**config.mk**
```make
export PLATFORM = sky130hd
export DESIGN_NAME = power_switch_emu
export DESIGN_NICKNAME = d
export VERILOG_FILES = /design/src/hdl/ext_bus_pkg.sv /design/src/hdl/power_switch_emu.sv
export VERILOG_INCLUDE_DIRS = /design/src /design/src/hdl
export SDC_FILE = /design/constraint.sdc
export NUM_CORES = 1
export LEC_CHECK = 0
export BUFFER_PORTS_ARGS = -buffer_cell sky130_fd_sc_hd__buf_2
export CAP_MARGIN = 20
export CORE_ASPECT_RATIO = 1.2
export CORE_MARGIN = 5
export CORE_UTILIZATION = 47
export DETAILED_ROUTE_END_ITERATION = 10
export HOLD_SLACK_MARGIN = 0.03
export PLACE_DENSITY = 0.87
export SYNTH_ARGS = -nofsm -noshare
export SYNTH_HDL_FRONTEND = slang
export SYNTH_SLANG_ARGS = --single-unit
```
**constraint.sdc**
```tcl
create_clock -name clk_i -period 0.9 [get_ports clk_i]
set_input_delay 0.09 -clock clk_i [delete_from_list [all_inputs] [get_ports clk_i]]
set_output_delay 0.09 -clock clk_i [all_outputs]
set_load 0.03 [all_outputs]
```
**src/hdl/ext_bus_defs.svh**
```systemverilog
// Widths, sizes, latencies and region codes of the external register bus.
// Included by the package and by every block that sizes logic from it.

`ifndef EXT_BUS_DEFS_SVH
`define EXT_BUS_DEFS_SVH

// Bus word format
`define EXT_ADDR_WIDTH 32
`define EXT_DATA_WIDTH 32
`define EXT_STRB_WIDTH 4

// Slow memory
`define SLOW_RAM_WORDS 1024
`define SLOW_RAM_LATENCY 3

// Power switch emulation
`define SWITCH_ACK_LATENCY 15
`define PWR_DOMAINS 4

// Interrupt sources, external ones in the low bits
`define EXT_INTR_NUM 3
`define INTR_SRC_NUM (`EXT_INTR_NUM + `PWR_DOMAINS)

// Region field of the address, codes below
`define EXT_REGION_LSB 12
`define EXT_REGION_WIDTH 4
`define REGION_RAM 4'd0
`define REGION_PWR 4'd1
`define REGION_INTR 4'd2

`endif

```
**src/hdl/ext_bus_pkg.sv**
```systemverilog
// Bus request/response types shared by the RTL blocks and the testbench.
// Compile before any module of the external bus.

`default_nettype none

`include "ext_bus_defs.svh"

package ext_bus_pkg;

  localparam int unsigned RAM_OFFSET_WIDTH = $clog2(`SLOW_RAM_WORDS);

  typedef logic [`EXT_DATA_WIDTH-1:0] data_t;
  typedef logic [`PWR_DOMAINS-1:0] pwr_vec_t;
  typedef logic [`EXT_INTR_NUM-1:0] ext_vec_t;
  typedef logic [`INTR_SRC_NUM-1:0] intr_vec_t;

  // Host side transfer, held until ready
  typedef struct packed {
    logic                       valid;
    logic                       write;
    logic [`EXT_ADDR_WIDTH-1:0] addr;
    data_t                      wdata;
    logic [`EXT_STRB_WIDTH-1:0] wstrb;
  } reg_req_t;

  // Ready is a single-cycle pulse
  typedef struct packed {
    logic  ready;
    logic  error;
    data_t rdata;
  } reg_rsp_t;

  // Routed to one block, strobe lasts one cycle
  typedef struct packed {
    logic                        strobe;
    logic                        write;
    logic [RAM_OFFSET_WIDTH-1:0] offset;
    data_t                       wdata;
    logic [`EXT_STRB_WIDTH-1:0]  wstrb;
  } periph_req_t;

  typedef struct packed {
    logic  rvalid;
    data_t rdata;
  } ram_rsp_t;

endpackage

`default_nettype wire

```
**src/hdl/power_switch_emu.sv**
```systemverilog
// Power-domain switch emulation. Offset 0 holds the active-low switch
// requests, offset 1 reads the acknowledges, which trail by a fixed delay.

`timescale 1ns/1ps
`default_nettype none

`include "ext_bus_defs.svh"

module power_switch_emu (
  input  logic                     clk_i,
  input  logic                     arst_n_i,
  input  ext_bus_pkg::periph_req_t req_i,
  output ext_bus_pkg::data_t       rdata_o,
  output ext_bus_pkg::pwr_vec_t    powergate_switch_n_o,
  output ext_bus_pkg::pwr_vec_t    powergate_switch_ack_n_o,
  output ext_bus_pkg::pwr_vec_t    pwr_event_o
);

  import ext_bus_pkg::*;

  pwr_vec_t switch_n_q;
  // One stage beyond the latency keeps the previous ack for edge detection
  pwr_vec_t ack_pipe_q [`SWITCH_ACK_LATENCY+1];

  always_ff @(posedge clk_i or negedge arst_n_i) begin
    if (!arst_n_i) begin
      switch_n_q <= '1;
    end else if (req_i.strobe && req_i.write && req_i.offset == '0 && req_i.wstrb[0]) begin
      switch_n_q <= req_i.wdata[`PWR_DOMAINS-1:0];
    end
  end

  // Switch cells settle SWITCH_ACK_LATENCY cycles after the request
  always_ff @(posedge clk_i or negedge arst_n_i) begin
    if (!arst_n_i) begin
      for (int i = 0; i <= `SWITCH_ACK_LATENCY; i++) begin
        ack_pipe_q[i] <= '1;
      end
    end else begin
      ack_pipe_q[0] <= switch_n_q;
      for (int i = 0; i < `SWITCH_ACK_LATENCY; i++) begin
        ack_pipe_q[i+1] <= ack_pipe_q[i];
      end
    end
  end

  assign powergate_switch_n_o     = switch_n_q;
  assign powergate_switch_ack_n_o = ack_pipe_q[`SWITCH_ACK_LATENCY-1];
  assign pwr_event_o = ack_pipe_q[`SWITCH_ACK_LATENCY-1] ^ ack_pipe_q[`SWITCH_ACK_LATENCY];

  always_comb begin
    rdata_o = '0;
    if (req_i.offset == 'd0) begin
      rdata_o[`PWR_DOMAINS-1:0] = switch_n_q;
    end else if (req_i.offset == 'd1) begin
      rdata_o[`PWR_DOMAINS-1:0] = powergate_switch_ack_n_o;
    end
  end

endmodule

`default_nettype wire

```
==> run metrics <==
status=complete, but fails checks; failing checks=negative setup slack; clock sink count=68; Area Growth Syn to Fin=33.39%; synth cell count leaders=dfstp_2 (68), buf_4 (32), nor2_1 (5); mux contribution to synthesized area=4.452%; WL final=about 3.9 mm; fin crit share=156.7%; slack of the critical path=-0.5107 ns; clock slew at reported path FFs=around 0.060 ns; first drt pass iteration count=3; Clock Path Buffers=2; Vias per Instance=4.179; Post-Synth Adder-Cell Area=0%; sw frac=22.30%; RSZ-0062 raised after global routing=yes; peak supply drop=between 0.001 and 0.0015 V; min cycle time layout=between 1 and 1.5 ns; buffers added on ports=34; fin nets=around 240; power per cell area=1885 nW/um^2; top_reg_cell synth=dfstp_2; Compound-Gate Fraction of Synth Area=0%; Placed Area=2499 um^2; Simple-Gate Fraction of Synth Area=between 3 and 4%; Reg power frac=54.8%; Crit. End Element=output port; flop2flop setup slack=-0.14 ns; via count=1049; Yosys top cell by area=dfstp_2; drt drc=0; Worst Path Required=0.81 ns; CTS H-tree lvls=3; initial antenna violation count=0; Tot Pwr=approximately 5.7 mW; clk_skew=0.006026 ns; synth unique cells=13; largest family of logic cells by synthesized area=buffers and inverters; cells after synthesis=124; register area share after synthesis=79.47%; die area=6273 um^2; CP Class=reg -> out; CTS tree=done; synthesis-stage register bit count=68; Final ANT Viol Nets=0; DR WL/cell=between 15 and 20 um; Post-Place Cells=218; number of DRC markers in iteration 0=53; Psw=1.260 mW; Util after Layout=64.80%; vias in the first global route=1117; detailed placement HPWL=about 2.4 mm; Yosys warning count=0; Finished Layout Cells=between 200 and 300; main area contributors after synthesis=dfstp_2 (79%), buf_4 (11%), mux2_4 (2.7%); max-slew violations=0; die width=73.14 um; Root Buffer=clkbuf_8; most common cell in the synthesized netlist=dfstp_2; critical path peak fanout=4; number of synthesized flops with an enable pin=0; largest net degree at the start of global routing=69; first-pass GRT wire length=5.747 mm; clock network power share=39.4%; Starting Density=between 40% and 50%; CTS buffer count=9; GP Congestion=0.7436; XOR/XNOR Fraction of Synth Area=roughly 1.6%; Yosys top cell area share=79.47%; syn_area_per_cell=18.13 um^2; Fin. Hold Viols=0; share of cells above drive strength 1=77.72%; max cap viols=0; FMAX=708.9 MHz; fill count=about 320; reg2reg path depth=4; setup_tns=-6.837 ns; cell area after synthesis=about 2200 um^2; Synth async-reset ratio=100.0%; Worst EP arrival=1.32 ns; Diodes inserted=0; CP Launch Type=flop; Comb power frac=5.8%; Design Area, Final=2999 um^2; Setup-failing EPs final=21; IO Pins=94; Hold WS=between 0.01 and 0.015 ns; die height=85.77 um; HP Class=in -> async; Clock Latency Late Sink=about 0.33 ns; GRT Util Overall=about an eighth; total gr overflow=0; Pint=4.392 mW; std cell rows=27; core area=4628 um^2; Pleak=1.309 nW; Post-Place Worst Slack=-0.2919 ns
## layer usage
layer,up-vias,part of all wire (%),routed length (um),global-route usage [%]
met3,7,7.8,302,3.986
met2,46,47,1831,17.17
met1,539,43,1666,18.78
li1,457,-,-,-
met5,-,0,0,0
met4,0,1.7,67,7.550
## cells by family (layout without fill, tap and decap cells)
group         Yosys count  count (layout)
other cells             1              28
flops                  68              68
mux                     8               8
buf+inv                33              75
simple gates           10              10
xor+xnor                4               4
## critical path: stages (launching register included)
cell and delay, ns:
dfstp_2 0.58, buf_12 0.12, xor2_4 0.14, buf_6 0.15
## flip-flops by register name, indices dropped and copies added, names as in the netlist
register and count:
ack_pipe_q 60, powergate_switch_ack_n_o 4, powergate_switch_n_o 4
## power by group through the flow
| stage | Sequential, mW | Combinational (mW) | Clock (mW) |
|---|---|---|---|
| 2_1_floorplan | 3.14 | 0.274 | 0 |
| 3_3_place_gp | 3.14 | 0.297 | 0 |
| 3_5_place_dp | 3.14 | 0.302 | 0 |
| 4_1_cts | 3.10 | 0.322 | 2.30 |
| 5_1_grt | 3.10 | 0.355 | 2.47 |
| 6_report | 3.10 | 0.326 | 2.23 |
## path summary, 6_finish.rpt
| path | to | start |
|---|---|---|
| setup / recovery | pwr_event_o[1] | powergate_switch_ack_n_o[1]$_DFF_PN1_ |
| hold / removal | ack_pipe_q[56]$_DFF_PN1_ | arst_n_i |
| setup reg to reg | powergate_switch_n_o[3]$_DFFE_PN1P_ | powergate_switch_n_o[3]$_DFFE_PN1P_ |
| hold reg to reg | ack_pipe_q[13]$_DFF_PN1_ | ack_pipe_q[17]$_DFF_PN1_ |
| max in group asynchronous | ack_pipe_q[1]$_DFF_PN1_ | arst_n_i |
| min in group clk_i | powergate_switch_n_o[0]$_DFFE_PN1P_ | req_i[37] |
## layout by cell type (no fill, tap or decap), types with 3 or more instances in the layout
cell,instances
mux2_4,4
clkbuf_1,3
xor2_4,4
buf_6,29
conb_1,28
buf_2,18
mux2i_1,4
clkbuf_8,12
dfstp_2,68
buf_4,4
buf_12,3
nor2_2,4
dlygate4sd3_1,4
## cell type report
cell class | instances | area (um^2) | area share, %
well taps | 58 | 72.57 | 2.420
repair buffers | 59 | 561.8 | 18.73
multi-input cells | 50 | 396.6 | 13.22
flip-flops and latches | 68 | 1787 | 59.57
clock buffers | 15 | 176.4 | 5.882
clock inverters | 1 | 5.005 | 0.1669
## timing repair
| item | in CTS | in global routing |
|---|---|---|
| buffers inserted | 6 | 11 |
| pin swaps | 0 | 2 |
| gates resized for setup | 40 | 11 |
| endpoints found under the hold margin | 4 | 0 |
| hold buffers | 4 | 0 |
| setup endpoints to repair | 16 | 20 |
Power figures use the tool's default switching activity.
