**config.mk**
```make
export PLATFORM = sky130hd
export DESIGN_NAME = intr_collect
export DESIGN_NICKNAME = d
export VERILOG_FILES = /design/src/hdl/ext_bus_pkg.sv /design/src/hdl/intr_collect.sv
export VERILOG_INCLUDE_DIRS = /design/src /design/src/hdl
export SDC_FILE = /design/constraint.sdc
export NUM_CORES = 1
export LEC_CHECK = 0
export BUFFER_PORTS_ARGS = -buffer_cell sky130_fd_sc_hd__buf_2
export CAP_MARGIN = 10
export CELL_PAD_IN_SITES_DETAIL_PLACEMENT = 2
export CELL_PAD_IN_SITES_GLOBAL_PLACEMENT = 2
export CORE_MARGIN = 1.5
export CORE_UTILIZATION = 21
export DETAILED_ROUTE_END_ITERATION = 6
export PLACE_DENSITY = 0.78
export SYNTH_ARGS = -nofsm -noshare
export SYNTH_HDL_FRONTEND = slang
export SYNTH_SLANG_ARGS = --single-unit
export TNS_END_PERCENT = 100
```
**constraint.sdc**
```tcl
create_clock -name clk_i -period 2 [get_ports clk_i]
set_input_delay 0.6 -clock clk_i [delete_from_list [all_inputs] [get_ports clk_i]]
set_output_delay 0.6 -clock clk_i [all_outputs]
set_load 0.02 [all_outputs]
```
**src/hdl/ext_bus_defs.svh**
```systemverilog
// Widths, sizes, latencies and region codes of the external register bus.
// Included by the package and by every block that sizes logic from it.

`ifndef EXT_BUS_DEFS_SVH
`define EXT_BUS_DEFS_SVH

// Bus word format
`define EXT_ADDR_WIDTH 32
`define EXT_DATA_WIDTH 32
`define EXT_STRB_WIDTH 4

// Slow memory
`define SLOW_RAM_WORDS 1024
`define SLOW_RAM_LATENCY 3

// Power switch emulation
`define SWITCH_ACK_LATENCY 15
`define PWR_DOMAINS 4

// Interrupt sources, external ones in the low bits
`define EXT_INTR_NUM 3
`define INTR_SRC_NUM (`EXT_INTR_NUM + `PWR_DOMAINS)

// Region field of the address, codes below
`define EXT_REGION_LSB 12
`define EXT_REGION_WIDTH 4
`define REGION_RAM 4'd0
`define REGION_PWR 4'd1
`define REGION_INTR 4'd2

`endif

```
**src/hdl/ext_bus_pkg.sv**
```systemverilog
// Bus request/response types shared by the RTL blocks and the testbench.
// Compile before any module of the external bus.

`default_nettype none

`include "ext_bus_defs.svh"

package ext_bus_pkg;

  localparam int unsigned RAM_OFFSET_WIDTH = $clog2(`SLOW_RAM_WORDS);

  typedef logic [`EXT_DATA_WIDTH-1:0] data_t;
  typedef logic [`PWR_DOMAINS-1:0] pwr_vec_t;
  typedef logic [`EXT_INTR_NUM-1:0] ext_vec_t;
  typedef logic [`INTR_SRC_NUM-1:0] intr_vec_t;

  // Host side transfer, held until ready
  typedef struct packed {
    logic                       valid;
    logic                       write;
    logic [`EXT_ADDR_WIDTH-1:0] addr;
    data_t                      wdata;
    logic [`EXT_STRB_WIDTH-1:0] wstrb;
  } reg_req_t;

  // Ready is a single-cycle pulse
  typedef struct packed {
    logic  ready;
    logic  error;
    data_t rdata;
  } reg_rsp_t;

  // Routed to one block, strobe lasts one cycle
  typedef struct packed {
    logic                        strobe;
    logic                        write;
    logic [RAM_OFFSET_WIDTH-1:0] offset;
    data_t                       wdata;
    logic [`EXT_STRB_WIDTH-1:0]  wstrb;
  } periph_req_t;

  typedef struct packed {
    logic  rvalid;
    data_t rdata;
  } ram_rsp_t;

endpackage

`default_nettype wire

```
**src/hdl/intr_collect.sv**
```systemverilog
// Interrupt collector. Rising edges on external lines and power events
// set pending bits; the masked pending bits are ORed onto intr_o.

`timescale 1ns/1ps
`default_nettype none

`include "ext_bus_defs.svh"

module intr_collect (
  input  logic                     clk_i,
  input  logic                     arst_n_i,
  input  ext_bus_pkg::periph_req_t req_i,
  output ext_bus_pkg::data_t       rdata_o,
  input  ext_bus_pkg::ext_vec_t    ext_intr_i,
  input  ext_bus_pkg::pwr_vec_t    pwr_event_i,
  output logic                     intr_o
);

  import ext_bus_pkg::*;

  intr_vec_t src;
  intr_vec_t src_q;
  intr_vec_t rise;
  intr_vec_t clr;
  intr_vec_t pending_q;
  intr_vec_t mask_q;
  logic      wr_en;

  // External lines low, power events above
  assign src  = {pwr_event_i, ext_intr_i};
  assign rise = src & ~src_q;

  assign wr_en = req_i.strobe && req_i.write && req_i.wstrb[0];
  assign clr   = (wr_en && req_i.offset == 'd0) ? req_i.wdata[`INTR_SRC_NUM-1:0] : '0;

  always_ff @(posedge clk_i or negedge arst_n_i) begin
    if (!arst_n_i) begin
      src_q     <= '0;
      pending_q <= '0;
      mask_q    <= '0;
    end else begin
      src_q <= src;
      // a new edge wins over a clear in the same cycle
      pending_q <= (pending_q & ~clr) | rise;
      if (wr_en && req_i.offset == 'd1) begin
        mask_q <= req_i.wdata[`INTR_SRC_NUM-1:0];
      end
    end
  end

  assign intr_o = |(pending_q & mask_q);

  always_comb begin
    rdata_o = '0;
    if (req_i.offset == 'd0) begin
      rdata_o[`INTR_SRC_NUM-1:0] = pending_q;
    end else if (req_i.offset == 'd1) begin
      rdata_o[`INTR_SRC_NUM-1:0] = mask_q;
    end
  end

endmodule

`default_nettype wire

```
==> flow_summary.yaml, run 1 <==
clocking:
  clock-sinks: 21
  cts_root_buffer: "clkbuf_8"
  htreeDepth: 1
  cts_tree: "done"
  path_clk_slew_ps: 70
  clk_latency_ps: 260
  numCtsBuffers: 3
  cts_buffer_depth: 2
  hold_buffers: 0
outcome:
  failed_checks: "negative setup slack"
  outcome: "complete, but fails checks"
place:
  dp_hpwl_microns: 2100
  place_inst: 211
  port_buffers: 36
  place_congestion: 0.663
setup_path:
  cp-start-kind: "input port"
  crit_fanout: 4
  cp_data_arrival_time_ps: 1550
  path_class: "in2out"
  critPathCaptureType: "output port"
  crit_required_ps: 1400
power_and_ir_drop:
  peakVddDrop_uv: 268
  total_leakage_power_nw: 0.767
  power_uw: 839
  powerDensity_mw_per_mm2: 533
layout:
  final_cells: 220
  seq_area_sq_um: 526
  post-route-util_pct: 30.1
  areaGrowthSynthToFinish_pct: 34.9
  n_antenna_cell: 0
  multi_input_area_sq_um: 576
  drive_above_1_share_pct: 45.3
  nFillCells: 576
  nNetsFinal: 208
yosys:
  synthTopCellsByArea: "dfrtp_1 45%, buf_4 17%, mux2_2 6.8%"
  netlist_instances: 103
  synth_mux_area_share_pct: 12.8
  synth_compound_gate_area_share_pct: 8.15
  yosysTopAreaCellShare_pct: 45.0
  synthDistinctLibCells: 19
  synth_top_cell_by_area: "dfrtp_1"
  netlist_area_sq_mm: 0.00117
  synthXorXnorAreaFrac_pct: 0
  yosysSeqAreaShare_pct: 45.0
  syn_avg_cell_area_sq_um: 11.3
  ys.warnings.count: 0
  synth-simple-area-share_pct: 14.8
  yosys_register_bits: 21
  synth-adder-area-share_pct: 0
  synth_top_family_by_area: "buffers and inverters"
sta:
  finalSetupViolCount: 7
  slew_violations: 0
  hold_slack_ps: 292
  final.setup.worst_slack_ps: -149
  rsz0062_at_grt: "yes"
  fin_setup_tns_ps: -966
  finalCritPeriodShare_pct: 107
  period_minus_slack_ps: 2150
  skew_ps: 1.97
  hold_violations: 0
  max_freq_mhz: 465
floorplanning:
  fp.dieW_microns: 77.6
  ios: 90
  dieArea_sq_mm: 0.00602
  start_util_pct: 22.3
  core_sq_mm: 0.00524
  die_y_microns: 77.6
  num_rows: 26
grt:
  grt_pass1_wl_microns: 4550
  grt-ovfl-total: 0
  grt_pass1_vias: 976
  grt_usage_pct: 9.80
  antenna_found_initial: 0
  grt_max_degree: 22
detailed_routing:
  met2_length_microns: 1440
  via_count: 853
  m1WireLength_microns: 1070
  top_layer: "met4"
  drc: 0
  avgRoutedWirePerCell_microns: 12.3
  dr.pass1.iters: 4
  drtIter0Drc: 15
  met3_length_microns: 164
  ant_nets: 0
  avgViaCountPerCell: 3.88
  wl_microns: 2710
worst_hold_path:
  hp-class: "in2async"
flow_run:
  cap_violations: 0
## state kept, by name, indices dropped and copies added, names as in the netlist
signal,count
mask_q,7
pending_q,7
src_q,7
## power by group
| group | internal [mW] | switching (mW) | leakage, nW |
|---|---|---|---|
| combinational | 0.0410 | 0.0882 | 0.504 |
| clock | 0.142 | 0.134 | 0.0228 |
| sequential | 0.432 | 0.00231 | 0.241 |
## metrics by stage
step | cell area, sq um | setup slack, ps
6_report | 1580 | -149
2_1_floorplan | 1320 | -61.1
3_3_place_gp | 1430 | -276
5_1_grt | 1580 | -198
4_1_cts | 1570 | -178
3_5_place_dp | 1430 | -287
## worst max-delay path, cell delays in order
cell and delay (ps):
buf_6 100, nor4_4 360, nand3_4 120, buf_8 160
nor2_4 100, buf_6 120
## cell usage after synthesis, drive strengths merged
| cell | n |
|---|---|
| buf | 26 |
| dfrtp | 21 |
| nor2 | 8 |
| a221o | 7 |
| inv | 7 |
| mux2 | 7 |
| mux2i | 7 |
| nor2b | 7 |
| a22oi | 2 |
| nand3 | 2 |
| nand4 | 2 |
| nor3 | 2 |
| a222oi | 1 |
| and3 | 1 |
| conb | 1 |
| nor3b | 1 |
| nor4 | 1 |
## worst paths after layout
path	cells after the start	start	slack [ps]	endpoint
max	6	req_i[42]	-150	rdata_o[3]
min	1	arst_n_i	290	pending_q[1]
max reg2reg	3	pending_q[3]	990	pending_q[3]
min reg2reg	1	mask_q[1]	540	mask_q[1]
max in group asynchronous	1	arst_n_i	1370	mask_q[3]
min in group clk_i	1	ext_intr_i[2]	460	src_q[2]
## cells in the final DEF (no fill, tap or decap)
cell / count
buf_2: 27
conb_1: 25
dfrtp_1: 21
buf_6: 10
inv_1: 7
nor2b_1: 7
a221o_1: 7
mux2i_1: 7
nor2_4: 7
mux2_2: 7
buf_4: 7
clkbuf_8: 3
a22oi_1: 2
nor4_4: 1
nor3_2: 1
and3_1: 1
nor3_1: 1
nand4_2: 1
nor2_1: 1
nand3_4: 1
a222oi_1: 1
nand3_1: 1
nor3b_2: 1
nand4_4: 1
clkbuf_1: 1
buf_8: 1
## cell type report
type	count	share of cell area, %
clock buffer	4	2.86
inverter	7	1.67
multi-input combinational	73	36.5
sequential	21	33.4
tap	70	5.56
timing repair buffer	45	20.0
## cell families (layout without fill, tap and decap cells)
| family | Yosys count | after routing |
|---|---|---|
| multiplexers | 14 | 14 |
| buffers and inverters | 33 | 56 |
| flip-flops | 21 | 21 |
| other | 1 | 25 |
| AO/OA/AOI/OAI | 10 | 10 |
| AND/OR/NAND/NOR | 24 | 24 |
## layer usage
layer  global-route usage (%)  vias up
li1                         -      401
met3                     1.76        3
met1                     11.7      412
met2                     17.3       37
met4                     3.82        0
met5                        0        -
## timing repair
action	4_1_cts	5_1_grt
setup buffers	4	1
pin swaps	5	4
gates resized for setup	19	0
endpoints found under the setup margin	8	8
Power figures use the tool's default switching activity.
==> run 2, diff against run 1 <==
Settings changed: CAP_MARGIN 10 to default, TNS_END_PERCENT 100 to 50.
==> flow_summary.yaml, run 2 (synthesis results as in run 1) <==
detailed_routing:
  via_count: 845
  drtIter0Drc: 22
  dr.pass1.iters: 4
  wl_microns: 2690
  ant_nets: 0
  avgRoutedWirePerCell_microns: 12.3
  drc: 0
  avgViaCountPerCell: 3.86
layout:
  final_cell_mix: "27 x buf_2, 25 x conb_1, 21 x dfrtp_1, 10 x buf_6"
  drive_above_1_share_pct: 45.0
  n_antenna_cell: 0
  areaGrowthSynthToFinish_pct: 34.3
  nNetsFinal: 207
  final_common_cell: "buf_2"
  top_regs: "mask_q (7), pending_q (7), src_q (7)"
  post-route-util_pct: 29.9
  nFillCells: 575
floorplanning:
  start_util_pct: 22.3
  dieArea_sq_mm: 0.00602
  num_rows: 26
  fp.dieW_microns: 77.6
  ios: 90
  core_sq_mm: 0.00524
  die_y_microns: 77.6
sta:
  period_minus_slack_ps: 2150
  finalSetupViolCount: 7
  slew_violations: 0
  finalCritPeriodShare_pct: 108
  skew_ps: 1.95
  rsz0062_at_grt: "yes"
  max_freq_mhz: 465
  hold_violations: 0
  fin_setup_tns_ps: -950
  final.setup.worst_slack_ps: -150
setup_path:
  cp.depth: 6
  cpMostUsedCell: "buf_6"
  crit_fanout: 4
  path_class: "in2out"
  crit_buf_inv: 3
  critPathCaptureType: "output port"
  cp-start-kind: "input port"
  critPathMaxStageDelay_ps: 360
  cp_data_arrival_time_ps: 1550
  crit_family: "simple AND/OR/NAND/NOR gates"
  critPathSlowestCell: "nor4_4"
  r2r_setup_slack_ps: 1060
  reg2reg_depth: 2
  crit_required_ps: 1400
  path_cells: "buf_6 -> nor4_4 -> nand3_4 -> buf_8 -> nor2_4 -> buf_6"
place:
  port_buffers: 36
  dp_hpwl_microns: 2100
  place_ws_ps: -287
  place_congestion: 0.663
grt:
  grt_pass1_vias: 963
  grt_pass1_wl_microns: 4510
  grt_usage_pct: 9.72
  grt_max_degree: 22
  antenna_found_initial: 0
  grt-ovfl-total: 0
clocking:
  clk_latency_ps: 260
  htreeDepth: 1
  path_clk_slew_ps: 70
  cts_tree: "done"
  cts_buffer_depth: 2
  numCtsBuffers: 3
  cts_root_buffer: "clkbuf_8"
  clock-sinks: 21
worst_hold_path:
  hp-class: "in2async"
flow_run:
  cap_violations: 0
outcome:
  outcome: "complete, but fails checks"
  failed_checks: "negative setup slack"
power_and_ir_drop:
  powerDensity_mw_per_mm2: 535
  peakVddDrop_uv: 268
  total_leakage_power_nw: 0.764
run 2: stage by stage:
step	hold slack, ps	instances	power [mW]	instance area (sq um)
finish	292	219	0.839	1570
global route	313	219	0.885	1570
global placement	516	211	0.566	1430
floorplan	304	127	0.553	1320
CTS	301	218	0.861	1560
detailed placement	527	211	0.568	1430
run 2: power breakdown:
part           total [mW]  internal (mW)  leakage [nW]  switching, mW
logic               0.129         0.0410         0.500         0.0881
registers           0.434          0.432         0.241        0.00225
clock network       0.276          0.142        0.0228          0.134
run 2: layout make-up:
cell class	instances	area, sq um	share of cell area [%]
clock buffers	4	45.0	2.87
inverters	7	26.3	1.68
repair buffers	44	308	19.6
well taps	70	87.6	5.59
flip-flops and latches	21	526	33.5
multi-input cells	73	576	36.7
run 2: path summary, 6_finish.rpt:
check | startpoint | endpoint
worst max-delay path | req_i[42] | rdata_o[5]
worst min-delay path | arst_n_i | pending_q[1]
worst max register to register | pending_q[6] | pending_q[6]
worst min register to register | mask_q[1] | mask_q[1]
max in group asynchronous | arst_n_i | mask_q[3]
min in group clk_i | ext_intr_i[2] | src_q[2]
run 2: worst reg2reg max path, stage by stage (launching register included):
cell and delay [ps]:
dfrtp_1 420, nor2b_1 150, a221o_1 250
run 2: metal layers:
metal,GRT usage (%),vias up,part of all wire [%]
li1,-,398,-
met1,11.7,407,39
met2,17.0,37,53
met3,1.76,3,6.1
met4,3.82,0,1.5
met5,0,-,0
run 2: timing repair:
action,in CTS,in global routing
resized for setup,19,0
hold endpoints to repair,0,0
hold buffers,0,0
setup buffers,3,1
pin swaps,3,3
endpoints found under the setup margin,8,8
==> run 3, diff against run 2 <==
Settings changed: ABC_AREA from default to 1, CORE_UTILIZATION 21 to 20.
==> flow_summary.yaml, run 3 <==
outcome:
  outcome: "complete, but fails checks"
  failed_checks: "negative setup slack"
sta:
  skew_ps: 2.23
  max_freq_mhz: 482
  tightest_slew_ps: 505
  rsz0062_at_grt: "yes"
  slew_violations: 0
  finalSetupViolCount: 7
  hold_violations: 0
  finalCritPeriodShare_pct: 104
  hold_slack_ps: 284
  slew_headroom_pct: 66.4
  period_minus_slack_ps: 2070
  final.setup.worst_slack_ps: -74.9
power_and_ir_drop:
  swShare_pct: 29.1
  power_uw: 851
  pwr-share-seq_pct: 51.0
  powerDensity_mw_per_mm2: 542
  total_leakage_power_nw: 0.848
  p_comb_share_pct: 14.1
  p_int_uw: 603
  peakVddDrop_uv: 292
  pwr-share-clk_pct: 34.9
  p_sw_uw: 248
yosys:
  netlist_area_sq_mm: 0.00123
  yosysTopAreaCellShare_pct: 42.7
  synth_most_common_cell: "nand2_1"
  netlist_instances: 150
  synthTopCellsByArea: "dfrtp_1 43%, buf_4 17%, nand2_1 13%"
  ys_top_cells_by_count: "44 x nand2_1, 28 x buf_4, 21 x dfrtp_1, 15 x inv_1, 14 x nand3_1"
  ys.warnings.count: 0
  syn_avg_cell_area_sq_um: 8.21
  synthDistinctLibCells: 16
  synth_edf_count: 0
  synth_top_cell_by_area: "dfrtp_1"
  synth_ff_type: "dfrtp_1"
  yosys_register_bits: 21
  synth-async-reset-ratio_pct: 100
  yosysSeqAreaShare_pct: 42.7
setup_path:
  critPathMaxStageDelay_ps: 150
  cpMostUsedCell: "nand2_2"
  r2r_setup_slack_ps: 1300
  path_cells: "buf_2 -> nor2_1 -> nand2_2 -> nor2_4 -> buf_12 -> nand3_1 -> nand2_2 -> buf_6"
  cp-start-kind: "input port"
  r2r_start: "mask_q[2]"
  cp_data_arrival_time_ps: 1470
  critPathSlowestCell: "buf_12"
  crit_required_ps: 1400
  critPathCaptureType: "output port"
  crit_fanout: 19
  path_class: "in2out"
  r2r_end: "mask_q[2]"
  reg2reg_depth: 2
grt:
  met3_usage_pct: 1.56
  antenna_found_initial: 0
  use_met2_pct: 20.6
  busiest_layer: "met2"
  grtUsageMet1_pct: 11.2
  grt_pass1_vias: 1147
  grt-ovfl-total: 0
  grt_usage_pct: 10.5
  grt_pass1_wl_microns: 5250
  grt_max_degree: 22
layout:
  final_cells: 269
  n_antenna_cell: 0
  drive_above_1_share_pct: 34.0
  top_regs: "mask_q (7), pending_q (7), src_q (7)"
  areaGrowthSynthToFinish_pct: 27.5
  post-route-util_pct: 26.5
  final_cell_mix: "42 x nand2_1, 29 x buf_2, 25 x conb_1, 21 x dfrtp_1, 15 x inv_1"
  final_common_cell: "nand2_1"
  nNetsFinal: 252
place:
  dp_hpwl_microns: 2430
  place_congestion: 0.683
  place_inst: 262
  port_buffers: 36
clocking:
  cts_root_buffer: "clkbuf_8"
  cts_tree: "done"
  path_clk_slew_ps: 80
  hold_buffers: 0
  clock-sinks: 21
  htreeDepth: 1
  cts_buffer_depth: 2
  numCtsBuffers: 3
  clk_latency_ps: 270
flow_run:
  cap_violations: 0
floorplanning:
  fp.dieW_microns: 81.5
  dieArea_sq_mm: 0.00664
  num_rows: 28
  core_sq_mm: 0.00592
  die_y_microns: 81.5
  start_util_pct: 20.8
  ios: 90
detailed_routing:
  via_count: 1056
  ant_nets: 0
  drtIter0Drc: 31
  wl_microns: 3230
  dr.pass1.iters: 4
  avgRoutedWirePerCell_microns: 12.0
  avgViaCountPerCell: 3.93
  drc: 0
worst_hold_path:
  hp-class: "in2async"
## run 3: per-layer routing
metal	wire (microns)	part of all wire, %	up-vias
met1	1270	39	504
met4	45	1.4	0
met2	1710	53	37
li1	-	-	510
met5	0	0	-
met3	196	6.1	5
## run 3: area by class of cell
type,count,area [sq um]
clock inverter,1,5.00
clock buffer,3,41.3
multi-input combinational,108,537
tap,75,93.8
sequential,21,526
fill,713,4350
timing repair buffer,46,312
inverter,15,56.3
## run 3: worst max path at each step
| stage | startpoint | end | slack, ps | depth (start not counted) |
|---|---|---|---|---|
| after floorplan | req_i[41] | rdata_o[2] | 80 | 6 |
| after global placement | req_i[43] | rdata_o[0] | -100 | 8 |
| after detailed placement | req_i[41] | rdata_o[0] | -120 | 8 |
| after CTS | req_i[41] | rdata_o[0] | -90 | 8 |
| after global routing | req_i[43] | rdata_o[2] | -140 | 8 |
| final | req_i[43] | rdata_o[0] | -70 | 8 |
## run 3: critical path, delay by kind of cell
kind	cells	cell delay [ps]
AND/OR/NAND/NOR	5	510
buffers and inverters	3	360
## run 3: power by group through the flow
stage          clock (mW)  sequential [mW]  combinational, mW
2_1_floorplan           0            0.442              0.105
3_3_place_gp            0            0.442              0.116
3_5_place_dp            0            0.443              0.119
4_1_cts             0.306            0.434              0.120
5_1_grt             0.321            0.435              0.135
6_report            0.297            0.434              0.120
## run 3: cell families after synthesis
logic type             share of synthesized area, %
flip-flops                                     42.7
AO/OA/AOI/OAI                                  6.10
buffers and inverters                          23.0
other                                         0.305
AND/OR/NAND/NOR                                27.9
## run 3: stage by stage
step	TNS, ps	area, sq um	setup slack (ps)
finish	-386	1570	-74.9
global route	-915	1570	-141
CTS	-494	1550	-87.3
detailed placement	-639	1430	-120
global placement	-536	1430	-101
floorplan	0	1320	84.3
## run 3: what timing repair did
item | in CTS | in global routing
gates cloned | 0 | 0
setup buffers | 3 | 0
endpoints found under the setup margin | 7 | 8
gates resized for setup | 15 | 5
