**config.mk**
```make
export PLATFORM = sky130hd
export DESIGN_NAME = ext_bus_ctrl
export DESIGN_NICKNAME = d
export VERILOG_FILES = /design/src/hdl/ext_bus_pkg.sv /design/src/hdl/ext_bus_ctrl.sv
export VERILOG_INCLUDE_DIRS = /design/src /design/src/hdl
export SDC_FILE = /design/constraint.sdc
export NUM_CORES = 1
export LEC_CHECK = 0
export ABC_AREA = 1
export BUFFER_PORTS_ARGS = -buffer_cell sky130_fd_sc_hd__buf_2
export CAP_MARGIN = 20
export CORE_AREA = 2 2 134 136
export CTS_CLUSTER_DIAMETER = 150
export DETAILED_ROUTE_END_ITERATION = 12
export DIE_AREA = 0 0 136 138
export GPL_ROUTABILITY_DRIVEN = 0
export HOLD_SLACK_MARGIN = 0.02
export SLEW_MARGIN = 20
export SYNTH_ARGS = -nofsm -noshare
export SYNTH_HDL_FRONTEND = slang
export SYNTH_SLANG_ARGS = --single-unit
```
**constraint.sdc**
```tcl
create_clock -name clk_i -period 1.6 [get_ports clk_i]
set_input_delay 0.48 -clock clk_i [delete_from_list [all_inputs] [get_ports clk_i]]
set_output_delay 0.48 -clock clk_i [all_outputs]
set_load 0.01 [all_outputs]
```
**src/hdl/ext_bus_defs.svh**
```systemverilog
// Widths, sizes, latencies and region codes of the external register bus.
// Included by the package and by every block that sizes logic from it.

`ifndef EXT_BUS_DEFS_SVH
`define EXT_BUS_DEFS_SVH

// Bus word format
`define EXT_ADDR_WIDTH 32
`define EXT_DATA_WIDTH 32
`define EXT_STRB_WIDTH 4

// Slow memory
`define SLOW_RAM_WORDS 1024
`define SLOW_RAM_LATENCY 3

// Power switch emulation
`define SWITCH_ACK_LATENCY 15
`define PWR_DOMAINS 4

// Interrupt sources, external ones in the low bits
`define EXT_INTR_NUM 3
`define INTR_SRC_NUM (`EXT_INTR_NUM + `PWR_DOMAINS)

// Region field of the address, codes below
`define EXT_REGION_LSB 12
`define EXT_REGION_WIDTH 4
`define REGION_RAM 4'd0
`define REGION_PWR 4'd1
`define REGION_INTR 4'd2

`endif

```
**src/hdl/ext_bus_pkg.sv**
```systemverilog
// Bus request/response types shared by the RTL blocks and the testbench.
// Compile before any module of the external bus.

`default_nettype none

`include "ext_bus_defs.svh"

package ext_bus_pkg;

  localparam int unsigned RAM_OFFSET_WIDTH = $clog2(`SLOW_RAM_WORDS);

  typedef logic [`EXT_DATA_WIDTH-1:0] data_t;
  typedef logic [`PWR_DOMAINS-1:0] pwr_vec_t;
  typedef logic [`EXT_INTR_NUM-1:0] ext_vec_t;
  typedef logic [`INTR_SRC_NUM-1:0] intr_vec_t;

  // Host side transfer, held until ready
  typedef struct packed {
    logic                       valid;
    logic                       write;
    logic [`EXT_ADDR_WIDTH-1:0] addr;
    data_t                      wdata;
    logic [`EXT_STRB_WIDTH-1:0] wstrb;
  } reg_req_t;

  // Ready is a single-cycle pulse
  typedef struct packed {
    logic  ready;
    logic  error;
    data_t rdata;
  } reg_rsp_t;

  // Routed to one block, strobe lasts one cycle
  typedef struct packed {
    logic                        strobe;
    logic                        write;
    logic [RAM_OFFSET_WIDTH-1:0] offset;
    data_t                       wdata;
    logic [`EXT_STRB_WIDTH-1:0]  wstrb;
  } periph_req_t;

  typedef struct packed {
    logic  rvalid;
    data_t rdata;
  } ram_rsp_t;

endpackage

`default_nettype wire

```
**src/hdl/ext_bus_ctrl.sv**
```systemverilog
// Register bus front end. Decodes the region of each host transfer,
// strobes the addressed block and returns a single-cycle ready.

`timescale 1ns/1ps
`default_nettype none

`include "ext_bus_defs.svh"

module ext_bus_ctrl (
  input  logic                     clk_i,
  input  logic                     arst_n_i,
  input  ext_bus_pkg::reg_req_t    reg_req_i,
  output ext_bus_pkg::reg_rsp_t    reg_rsp_o,
  output ext_bus_pkg::periph_req_t ram_req_o,
  output ext_bus_pkg::periph_req_t pwr_req_o,
  output ext_bus_pkg::periph_req_t intr_req_o,
  input  ext_bus_pkg::ram_rsp_t    ram_rsp_i,
  input  ext_bus_pkg::data_t       pwr_rdata_i,
  input  ext_bus_pkg::data_t       intr_rdata_i
);

  import ext_bus_pkg::*;

  typedef enum logic [1:0] {
    ST_IDLE,
    ST_WAIT,
    ST_RESP
  } state_e;

  state_e                        state_q;
  state_e                        state_d;
  reg_rsp_t                      rsp_q;
  reg_rsp_t                      rsp_d;
  logic [`EXT_REGION_WIDTH-1:0]  region;
  logic                          hit_ram;
  logic                          hit_pwr;
  logic                          hit_intr;
  logic                          accept;
  periph_req_t                   req_base;

  // Address decode
  assign region   = reg_req_i.addr[`EXT_REGION_LSB +: `EXT_REGION_WIDTH];
  assign hit_ram  = (region == `REGION_RAM);
  assign hit_pwr  = (region == `REGION_PWR);
  assign hit_intr = (region == `REGION_INTR);

  // Only the first cycle of a held transfer is taken
  assign accept = (state_q == ST_IDLE) && reg_req_i.valid;

  always_comb begin
    req_base        = '0;
    req_base.write  = reg_req_i.write;
    req_base.offset = reg_req_i.addr[2 +: RAM_OFFSET_WIDTH];
    req_base.wdata  = reg_req_i.wdata;
    req_base.wstrb  = reg_req_i.wstrb;

    ram_req_o         = req_base;
    ram_req_o.strobe  = accept && hit_ram;
    pwr_req_o         = req_base;
    pwr_req_o.strobe  = accept && hit_pwr;
    intr_req_o        = req_base;
    intr_req_o.strobe = accept && hit_intr;
  end

  always_comb begin
    state_d = state_q;
    rsp_d   = '0;
    case (state_q)
      ST_IDLE: begin
        if (reg_req_i.valid) begin
          if (hit_ram) begin
            state_d = ST_WAIT;
          end else begin
            // Register blocks answer in the same cycle, unmapped gets an error
            state_d     = ST_RESP;
            rsp_d.ready = 1'b1;
            rsp_d.error = !(hit_pwr || hit_intr);
            if (hit_pwr) begin
              rsp_d.rdata = pwr_rdata_i;
            end else if (hit_intr) begin
              rsp_d.rdata = intr_rdata_i;
            end
          end
        end
      end
      ST_WAIT: begin
        if (ram_rsp_i.rvalid) begin
          state_d     = ST_RESP;
          rsp_d.ready = 1'b1;
          rsp_d.rdata = ram_rsp_i.rdata;
        end
      end
      ST_RESP: begin
        state_d = ST_IDLE;
      end
      default: begin
        state_d = ST_IDLE;
      end
    endcase
  end

  always_ff @(posedge clk_i or negedge arst_n_i) begin
    if (!arst_n_i) begin
      state_q <= ST_IDLE;
      rsp_q   <= '0;
    end else begin
      state_q <= state_d;
      rsp_q   <= rsp_d;
    end
  end

  assign reg_rsp_o = rsp_q;

endmodule

`default_nettype wire

```
==> reports/metrics.csv, run 1 <==
stage,metric,value,unit
finish,layout.nets,598,
die,initial_utilization,17.2,%
timing,finalHoldViolCount,0,
drt,antenna_violating_nets_post_route,0,
die,floorplan.die_area,18800,um2
synth,number_of_synthesized_flops_with_an_enable_pin,0,
synth,leading_area_contributor_after_synthesis,sky130_fd_sc_hd__buf_4,
placement,dp.cells,641,
worst_setup_path,path_common_cell,sky130_fd_sc_hd__nor2_2,
run_status,result_of_the_run,"complete, but fails checks",
synth,netlist_area,3020,um2
placement,place_ws,-0.178,ns
grt,grt_overflow_total,0,
synth,synth_nets,582,
die,floorplan.die.width,136,um
grt,grt_busiest_layer,met2,
synth,synthTopCellsByCount,"sky130_fd_sc_hd__buf_4, sky130_fd_sc_hd__nand2_1, sky130_fd_sc_hd__nand3_1",
power,combPwrFrac,19.4,%
worst_setup_path,required,1.12,ns
worst_setup_path,r2r_cells,9,
grt,grt_antenna_before_repair,0,
worst_setup_path,slowest_cp_cell,sky130_fd_sc_hd__dfrtp_1,
synth,main_combinational_cell_family_by_area_after_synthesis,buffers and inverters,
grt,grt_max_degree,33,
die,fp-row-count,49,
synth,synth-compound-area-share,0.829,%
cts,cts_made_buffers,5,
timing,period_needed,1.72,ns
synth,synthXorXnorAreaFrac,0,%
cts,max-clock-path-buffers,2,
synth,post-synth-top-count-cell,sky130_fd_sc_hd__buf_4,
cts,cts.root.buffer_cell,sky130_fd_sc_hd__clkbuf_16,
worst_setup_path,worst-endpoint-arrival,1.24,ns
die,core-area,17500,um2
grt,met2_usage,19.0,%
cts,tritoncts_num_sinks,36,
finish,area_growth_syn_to_layout,10.3,%
grt,grt_first_pass_wirelength,14900,um
power,power.switching,0.624,mW
worst_setup_path,critical_path.startpoint_type,flop,
placement,dp_hpwl,8790,um
timing,period_utilisation_layout,107,%
timing,maxSlewHeadroom,81.2,%
worst_setup_path,crit-reg2reg-launch,state_q[1],
grt,groute.usage.overall,10.8,%
power,p_clk_share,41.4,%
synth,seq_area_frac_synth,29.8,%
drt,dr.first_iter.drc_count,74,
finish,proportion_of_layout_cells_with_a_drive_suffix_above_1,44.2,%
synth,synth-seq-cells,36,
placement,place.port_buffers,140,
die,num_io_pins,347,
placement,dpl-instance-area,3040,um2
drt,routed_wire_length_per_instance,16.1,um
finish,design_area,3330,um2
timing,setup_viol,3,
timing,timing.final.ws_setup,-0.117,ns
synth,syn_avg_cell_area,7.31,um2
worst_hold_path,timing.hold.worst.class,in -> async,
worst_setup_path,end_kind,output port,
cts,tritoncts,yes,
finish,stdcell_count,660,
timing,worst_pin_slew,0.283,ns
drt,finalWirelength,10600,um
synth,synthesis.yosys.warnings,0,
synth,netlist_instances,413,
synth,netlist_top_cells_area,"sky130_fd_sc_hd__buf_4, sky130_fd_sc_hd__dfrtp_1, sky130_fd_sc_hd__nand2_1",
worst_setup_path,ff_to_ff_end,reg_rsp_o[30],
grt,met1_usage,9.44,%
synth,post_synth_mux_area_share,0,%
timing,rsz0062_at_grt,yes,
cts,clk_transition_reported_paths,0.06,ns
power,switching_part_of_the_total,25.9,%
timing,worst_clock_skew,0.00544,ns
power,p_seq_share,39.3,%
cts,worstSkewPairLatency,0.28,ns
synth,primary_ff_master_synth,sky130_fd_sc_hd__dfrtp_1,
worst_setup_path,ff2ff_setup_slack,0.09,ns
synth,synth_async_sr_flop_share,100,%
drt,route.vias.total,2509,
synth,synth_simple_gate_area_share,29.6,%
die,fp.dieH,138,um
worst_setup_path,worst-setup-path-type,reg -> out,
worst_setup_path,cell_by_cell_listing_of_the_critical_path,nor2_2 -> nand2_2 -> buf_6 -> nor2_2 -> buf_2,
worst_setup_path,cp_max_fo,3,
power,peakVddDrop,0.281,mV
drt,vias_per_cell,3.80,
timing,achievable-frequency,0.582,GHz
timing,final-max-slew-violation-count,0,
grt,via_count_of_the_first_global_routing_pass,2380,
synth,post-synth-top-area-fraction,38.3,%
flow_run,cap_viol_max_count,0,
power,p_int,1.78,mW
drt,post-route-drc-count,0,
worst_setup_path,cp_slowest_stage_delay,0.38,ns
synth,synthDistinctLibCells,15,
grt,grt_use_met3,7.08,%
run_status,violated_checks,negative setup slack,
power,static-leakage-power,1.94,nW
cts,cts-htree-levels,2,
drt,firstDrtPassIters,4,
power,p_per_area,722,nW/um2
synth,synthAdderAreaFrac,0,%
[layout by cell type, fill, tap and decap left out]
master                      count
sky130_fd_sc_hd__o22ai_1        1
sky130_fd_sc_hd__buf_4         20
sky130_fd_sc_hd__nand2_1      132
sky130_fd_sc_hd__nor2_1         2
sky130_fd_sc_hd__nand3_1       65
sky130_fd_sc_hd__dfrtp_1       36
sky130_fd_sc_hd__buf_2        138
sky130_fd_sc_hd__nand2_2        1
sky130_fd_sc_hd__clkbuf_8       1
sky130_fd_sc_hd__buf_6          4
sky130_fd_sc_hd__clkbuf_16      5
sky130_fd_sc_hd__nor2_2         3
sky130_fd_sc_hd__clkinv_2       2
sky130_fd_sc_hd__nand3_2        1
sky130_fd_sc_hd__inv_1          2
sky130_fd_sc_hd__o21ai_0        2
sky130_fd_sc_hd__nor2_4         5
sky130_fd_sc_hd__buf_12         7
sky130_fd_sc_hd__a21oi_4        1
sky130_fd_sc_hd__inv_2          2
sky130_fd_sc_hd__diode_2        1
[flip-flops by register name (all words and copies together) (netlist names)]
name and flops:
state_q 2, reg_rsp_o 34
[power groups by stage]
stage	Clock (mW)	Sequential [mW]	Combinational (mW)
after floorplan	0	0.973	0.508
after CTS	1.03	0.945	0.459
after global placement	0	0.960	0.411
after detailed placement	0	0.961	0.414
final	0.995	0.944	0.466
after global routing	1.08	0.946	0.515
[timing repair]
action / 4_1_cts / 5_1_grt
hold buffers: 0 / 0
endpoints found under the setup margin: 4 / 3
buffers inserted: 7 / 3
pin swaps: 6 / 2
gates resized for setup: 7 / 1
[through the flow]
stage / util [%] / total power [mW] / setup TNS (ns) / hold WS (ns)
5_1_grt: 19.0 / 2.55 / -0.723 / 0.0740
6_report: 19.0 / 2.40 / -0.337 / 0.0688
3_3_place_gp: 17.4 / 1.37 / -0.744 / 0.367
3_5_place_dp: 17.4 / 1.37 / -1.16 / 0.372
2_1_floorplan: - / 1.48 / 0 / 0.184
4_1_cts: 18.8 / 2.43 / -0.414 / 0.0663
[cells by family after synthesis]
family / Yosys count
flip-flops: 36
AND/OR/NAND/NOR: 209
AO/OA/AOI/OAI: 4
buffers and inverters: 164
[layer usage]
| layer | vias up | wire length [um] | part of all wire, % |
|---|---|---|---|
| met5 | - | 32 | 0.30 |
| met4 | 2 | 332 | 3.1 |
| met3 | 23 | 1860 | 17 |
| met2 | 247 | 5270 | 50 |
| met1 | 1053 | 3140 | 30 |
| li1 | 1184 | - | - |
[worst max-delay path, delay by kind of cell (launching register included)]
family | cells | cell delay, ns
buffers and inverters | 2 | 0.27
flip-flops | 1 | 0.38
AND/OR/NAND/NOR | 3 | 0.30
[worst max path at each step]
| stage | depth (start not counted) | end | startpoint | slack, ns |
|---|---|---|---|---|
| after floorplan | 5 | intr_req_o[47] | reg_req_i[51] | 0.009 |
| after global placement | 5 | ram_req_o[47] | reg_req_i[51] | -0.16 |
| after detailed placement | 5 | ram_req_o[47] | reg_req_i[51] | -0.18 |
| after CTS | 5 | pwr_req_o[47] | state_q[0] | -0.15 |
| after global routing | 5 | pwr_req_o[47] | state_q[1] | -0.21 |
| final | 5 | pwr_req_o[47] | state_q[1] | -0.12 |
[area by class of cell]
class | instances | area, um2
Fill cell | 2007 | 14200
Antenna cell | 1 | 2.50
Inverter | 4 | 15.0
Tap cell | 229 | 287
Clock inverter | 2 | 10.0
Multi-Input combinational cell | 213 | 952
Timing Repair Buffer | 169 | 1030
Clock buffer | 6 | 139
Sequential cell | 36 | 901
Power figures use the tool's default switching activity.
==> run 2: changes to the inputs <==
--- a/config.mk
+++ b/config.mk
@@ -9,10 +9,10 @@
 export ABC_AREA = 1
 export BUFFER_PORTS_ARGS = -buffer_cell sky130_fd_sc_hd__buf_2
 export CAP_MARGIN = 20
-export CORE_AREA = 2 2 134 136
+export CORE_AREA = 8 8 129 131
 export CTS_CLUSTER_DIAMETER = 150
 export DETAILED_ROUTE_END_ITERATION = 12
-export DIE_AREA = 0 0 136 138
+export DIE_AREA = 0 0 137 139
 export GPL_ROUTABILITY_DRIVEN = 0
 export HOLD_SLACK_MARGIN = 0.02
 export SLEW_MARGIN = 20
==> run 2 against run 1 <==
Against the previous run:
- combinational power down 6.7%
- critical path type is now in -> out
- power shrank 1.3%
- fmax up 5.7%
- critical path depth stayed put
- sequential share of layout area up 0.89 points
- non-clock buffer count fell by 1
- the run still ends with negative setup slack left
- core utilization is 2.9 points higher
- largest power group unchanged
- register-to-register slack better by 0.02 ns
==> reports/metrics.csv, run 2 (synthesized netlist as in run 1, its figures left out) <==
stage,metric,value,unit,change
worst_setup_path,slowest_cp_cell,sky130_fd_sc_hd__nor2_4,,
cts,cts.root.buffer_cell,sky130_fd_sc_hd__clkbuf_16,,
worst_setup_path,cp_slowest_stage_delay,0.19,ns,-0.19 ns
power,peakVddDrop,0.400,mV,+43%
finish,proportion_of_layout_cells_with_a_drive_suffix_above_1,43.4,%,-0.83 points
die,initial_utilization,20.5,%,+3.2 points
cts,worstSkewPairLatency,0.28,ns,about the same
drt,finalWirelength,11200,um,+4.8%
drt,route.vias.total,2481,,-1.1%
cts,cts_made_buffers,5,,unchanged
finish,area.sequential,901,um2,unchanged
drt,vias_per_cell,4.01,,+5.6%
grt,via_count_of_the_first_global_routing_pass,2447,,+2.8%
run_status,violated_checks,negative setup slack,,
worst_setup_path,cell_by_cell_listing_of_the_critical_path,buf_2 -> nor2_4 -> nand3_2 -> nor2_1 -> buf_2,,
die,fp-row-count,45,,-8.2%
timing,hold-worst-slack,0.159,ns,+0.0904 ns
power,power.switching,0.606,mW,-2.9%
cts,tritoncts,yes,,
drt,routed_wire_length_per_instance,18.0,um,+12%
power,p_clk_share,41.9,%,+0.5 points
finish,layout.cells.most_common_list,"sky130_fd_sc_hd__buf_2, sky130_fd_sc_hd__nand2_1, sky130_fd_sc_hd__nand3_1",,
grt,grt_antenna_before_repair,3,,+3
grt,grt_overflow_total,0,,unchanged
drt,antenna_violating_nets_post_route,0,,unchanged
finish,multi_input_comb_area,940,um2,-1.3%
finish,flip_flop_count_of_the_largest_register_after_layout,34,,unchanged
grt,met2_usage,20.1,%,+1.1 points
timing,worst_clock_skew,0.00243,ns,-0.00301 ns
power,finalPower,2.37,mW,-1.3%
grt,grt_max_degree,37,,+12%
die,core-area,14800,um2,-16%
timing,period_needed,1.62,ns,-0.0924 ns
grt,groute.usage.overall,11.0,%,+0.24 points
timing,achievable-frequency,0.616,GHz,+5.7%
timing,fin_tns_setup,-0.0569,ns,+0.280 ns
finish,finalCoreUtilization,21.9,%,+2.9 points
die,fp.dieH,139,um,+0.72%
grt,grt_first_pass_wirelength,15600,um,+5.0%
timing,worst_pin_slew,0.234,ns,-0.0483 ns
cts,cts-htree-levels,2,,unchanged
grt,grt_use_met3,8.04,%,+0.97 points
worst_hold_path,timing.hold.worst.class,in -> async,,
cts,clk_transition_reported_paths,0.05,ns,about the same
cts,tritoncts_num_sinks,36,,unchanged
worst_setup_path,cp_max_fo,4,,+1
timing,finalHoldViolCount,0,,unchanged
worst_setup_path,setup.worst_path.start,reg_req_i[51],,
placement,place.port_buffers,140,,unchanged
grt,grt_busiest_layer,met2,,
cts,max-clock-path-buffers,2,,unchanged
worst_setup_path,end_kind,output port,,
grt,met1_usage,8.99,%,-0.45 points
worst_setup_path,worst-setup-path-type,in -> out,,
worst_setup_path,path_common_cell,sky130_fd_sc_hd__buf_2,,
worst_setup_path,critical_path.startpoint_type,input pin,,
placement,dp_hpwl,9260,um,+5.4%
power,p_per_area,736,nW/um2,+1.9%
finish,layout.nets,597,,-0.17%
finish,area_growth_syn_to_layout,6.79,%,
run_status,result_of_the_run,"complete, but fails checks",,
worst_setup_path,required,1.12,ns,about the same
timing,rsz0062_at_grt,yes,,
placement,dp.cells,601,,-6.2%
finish,commonest_non_fill_non_tap_cell_in_the_layout,sky130_fd_sc_hd__buf_2,,
finish,num-fill-cells,1651,,-18%
power,static-leakage-power,1.92,nW,-0.97%
drt,firstDrtPassIters,4,,unchanged
die,floorplan.die.width,137,um,+0.74%
timing,setup_viol,3,,unchanged
timing,maxSlewHeadroom,84.4,%,+3.2 points
power,switching_part_of_the_total,25.5,%,-0.41 points
placement,dpl-instance-area,3010,um2,-1.0%
timing,final-max-slew-violation-count,0,,unchanged
worst_setup_path,worst-endpoint-arrival,1.14,ns,-0.10 ns
die,floorplan.die_area,19000,um2,+1.5%
drt,dr.first_iter.drc_count,93,,+26%
placement,place_ws,-0.0662,ns,+0.112 ns
power,p_int,1.77,mW,-0.80%
power,p_seq_share,39.7,%,+0.4 points
worst_setup_path,crit-reg2reg-launch,state_q[1],,
power,combPwrFrac,18.4,%,-1.0 points
timing,period_utilisation_layout,102,%,-5.8 points
finish,stdcell_count,618,,-6.4%
timing,timing.final.ws_setup,-0.0244,ns,+0.0924 ns
flow_run,cap_viol_max_count,0,,unchanged
finish,design_area,3230,um2,-3.2%
drt,post-route-drc-count,0,,unchanged
die,num_io_pins,347,,unchanged
==> run 2: changes by cell type in the layout (fill, tap and decap cells not counted), sizes merged <==
cell    before  now
buf        169  168
clkinv       2    0
clkbuf       6    8
==> run 2: timing repair <==
| action | CTS | global route |
|---|---|---|
| pin swaps | 6 | 3 |
| setup endpoints to repair | 3 | 3 |
| gates resized for setup | 1 | 0 |
| hold buffers | 0 | 0 |
| endpoints found under the hold margin | 0 | 0 |
| setup buffers | 6 | 2 |
==> run 2: power groups by stage <==
stage	combinational (mW)	sequential [mW]	clock (mW)
6_report	0.435	0.943	0.994
5_1_grt	0.480	0.945	1.06
4_1_cts	0.435	0.943	1.04
3_5_place_dp	0.415	0.960	0
3_3_place_gp	0.410	0.959	0
2_1_floorplan	0.508	0.973	0
==> run 2: final timing paths <==
path                                       to  slack (ns)  cells past startpoint
max in group asynchronous       reg_rsp_o[25]        1.24                      2
min in group clk_i              reg_rsp_o[27]        0.40                      3
worst min register to register     state_q[1]        0.65                      3
worst min-delay path            reg_rsp_o[11]        0.16                      2
worst max-delay path            ram_req_o[47]       -0.02                      5
worst max register to register  reg_rsp_o[15]        0.11                      8
==> run 2: per-layer routing <==
metal,wire (um),share of wire [%]
met1,3030,27
met2,5720,51
met3,2210,20
met4,151,1.4
met5,31,0.28
==> run 2: worst max-delay path, delay by kind of cell <==
kind	cells	cell delay [ns]
buffers and inverters	2	0.25
and+or+nand+nor	3	0.41
==> run 2: area by class of cell <==
class                   instances  area share (%)
inverters                       4           0.465
multi-input cells             213            29.1
repair buffers                168            30.6
clock buffers                   8            4.54
diodes                          1          0.0776
flip-flops and latches         36            27.9
well taps                     188            7.29
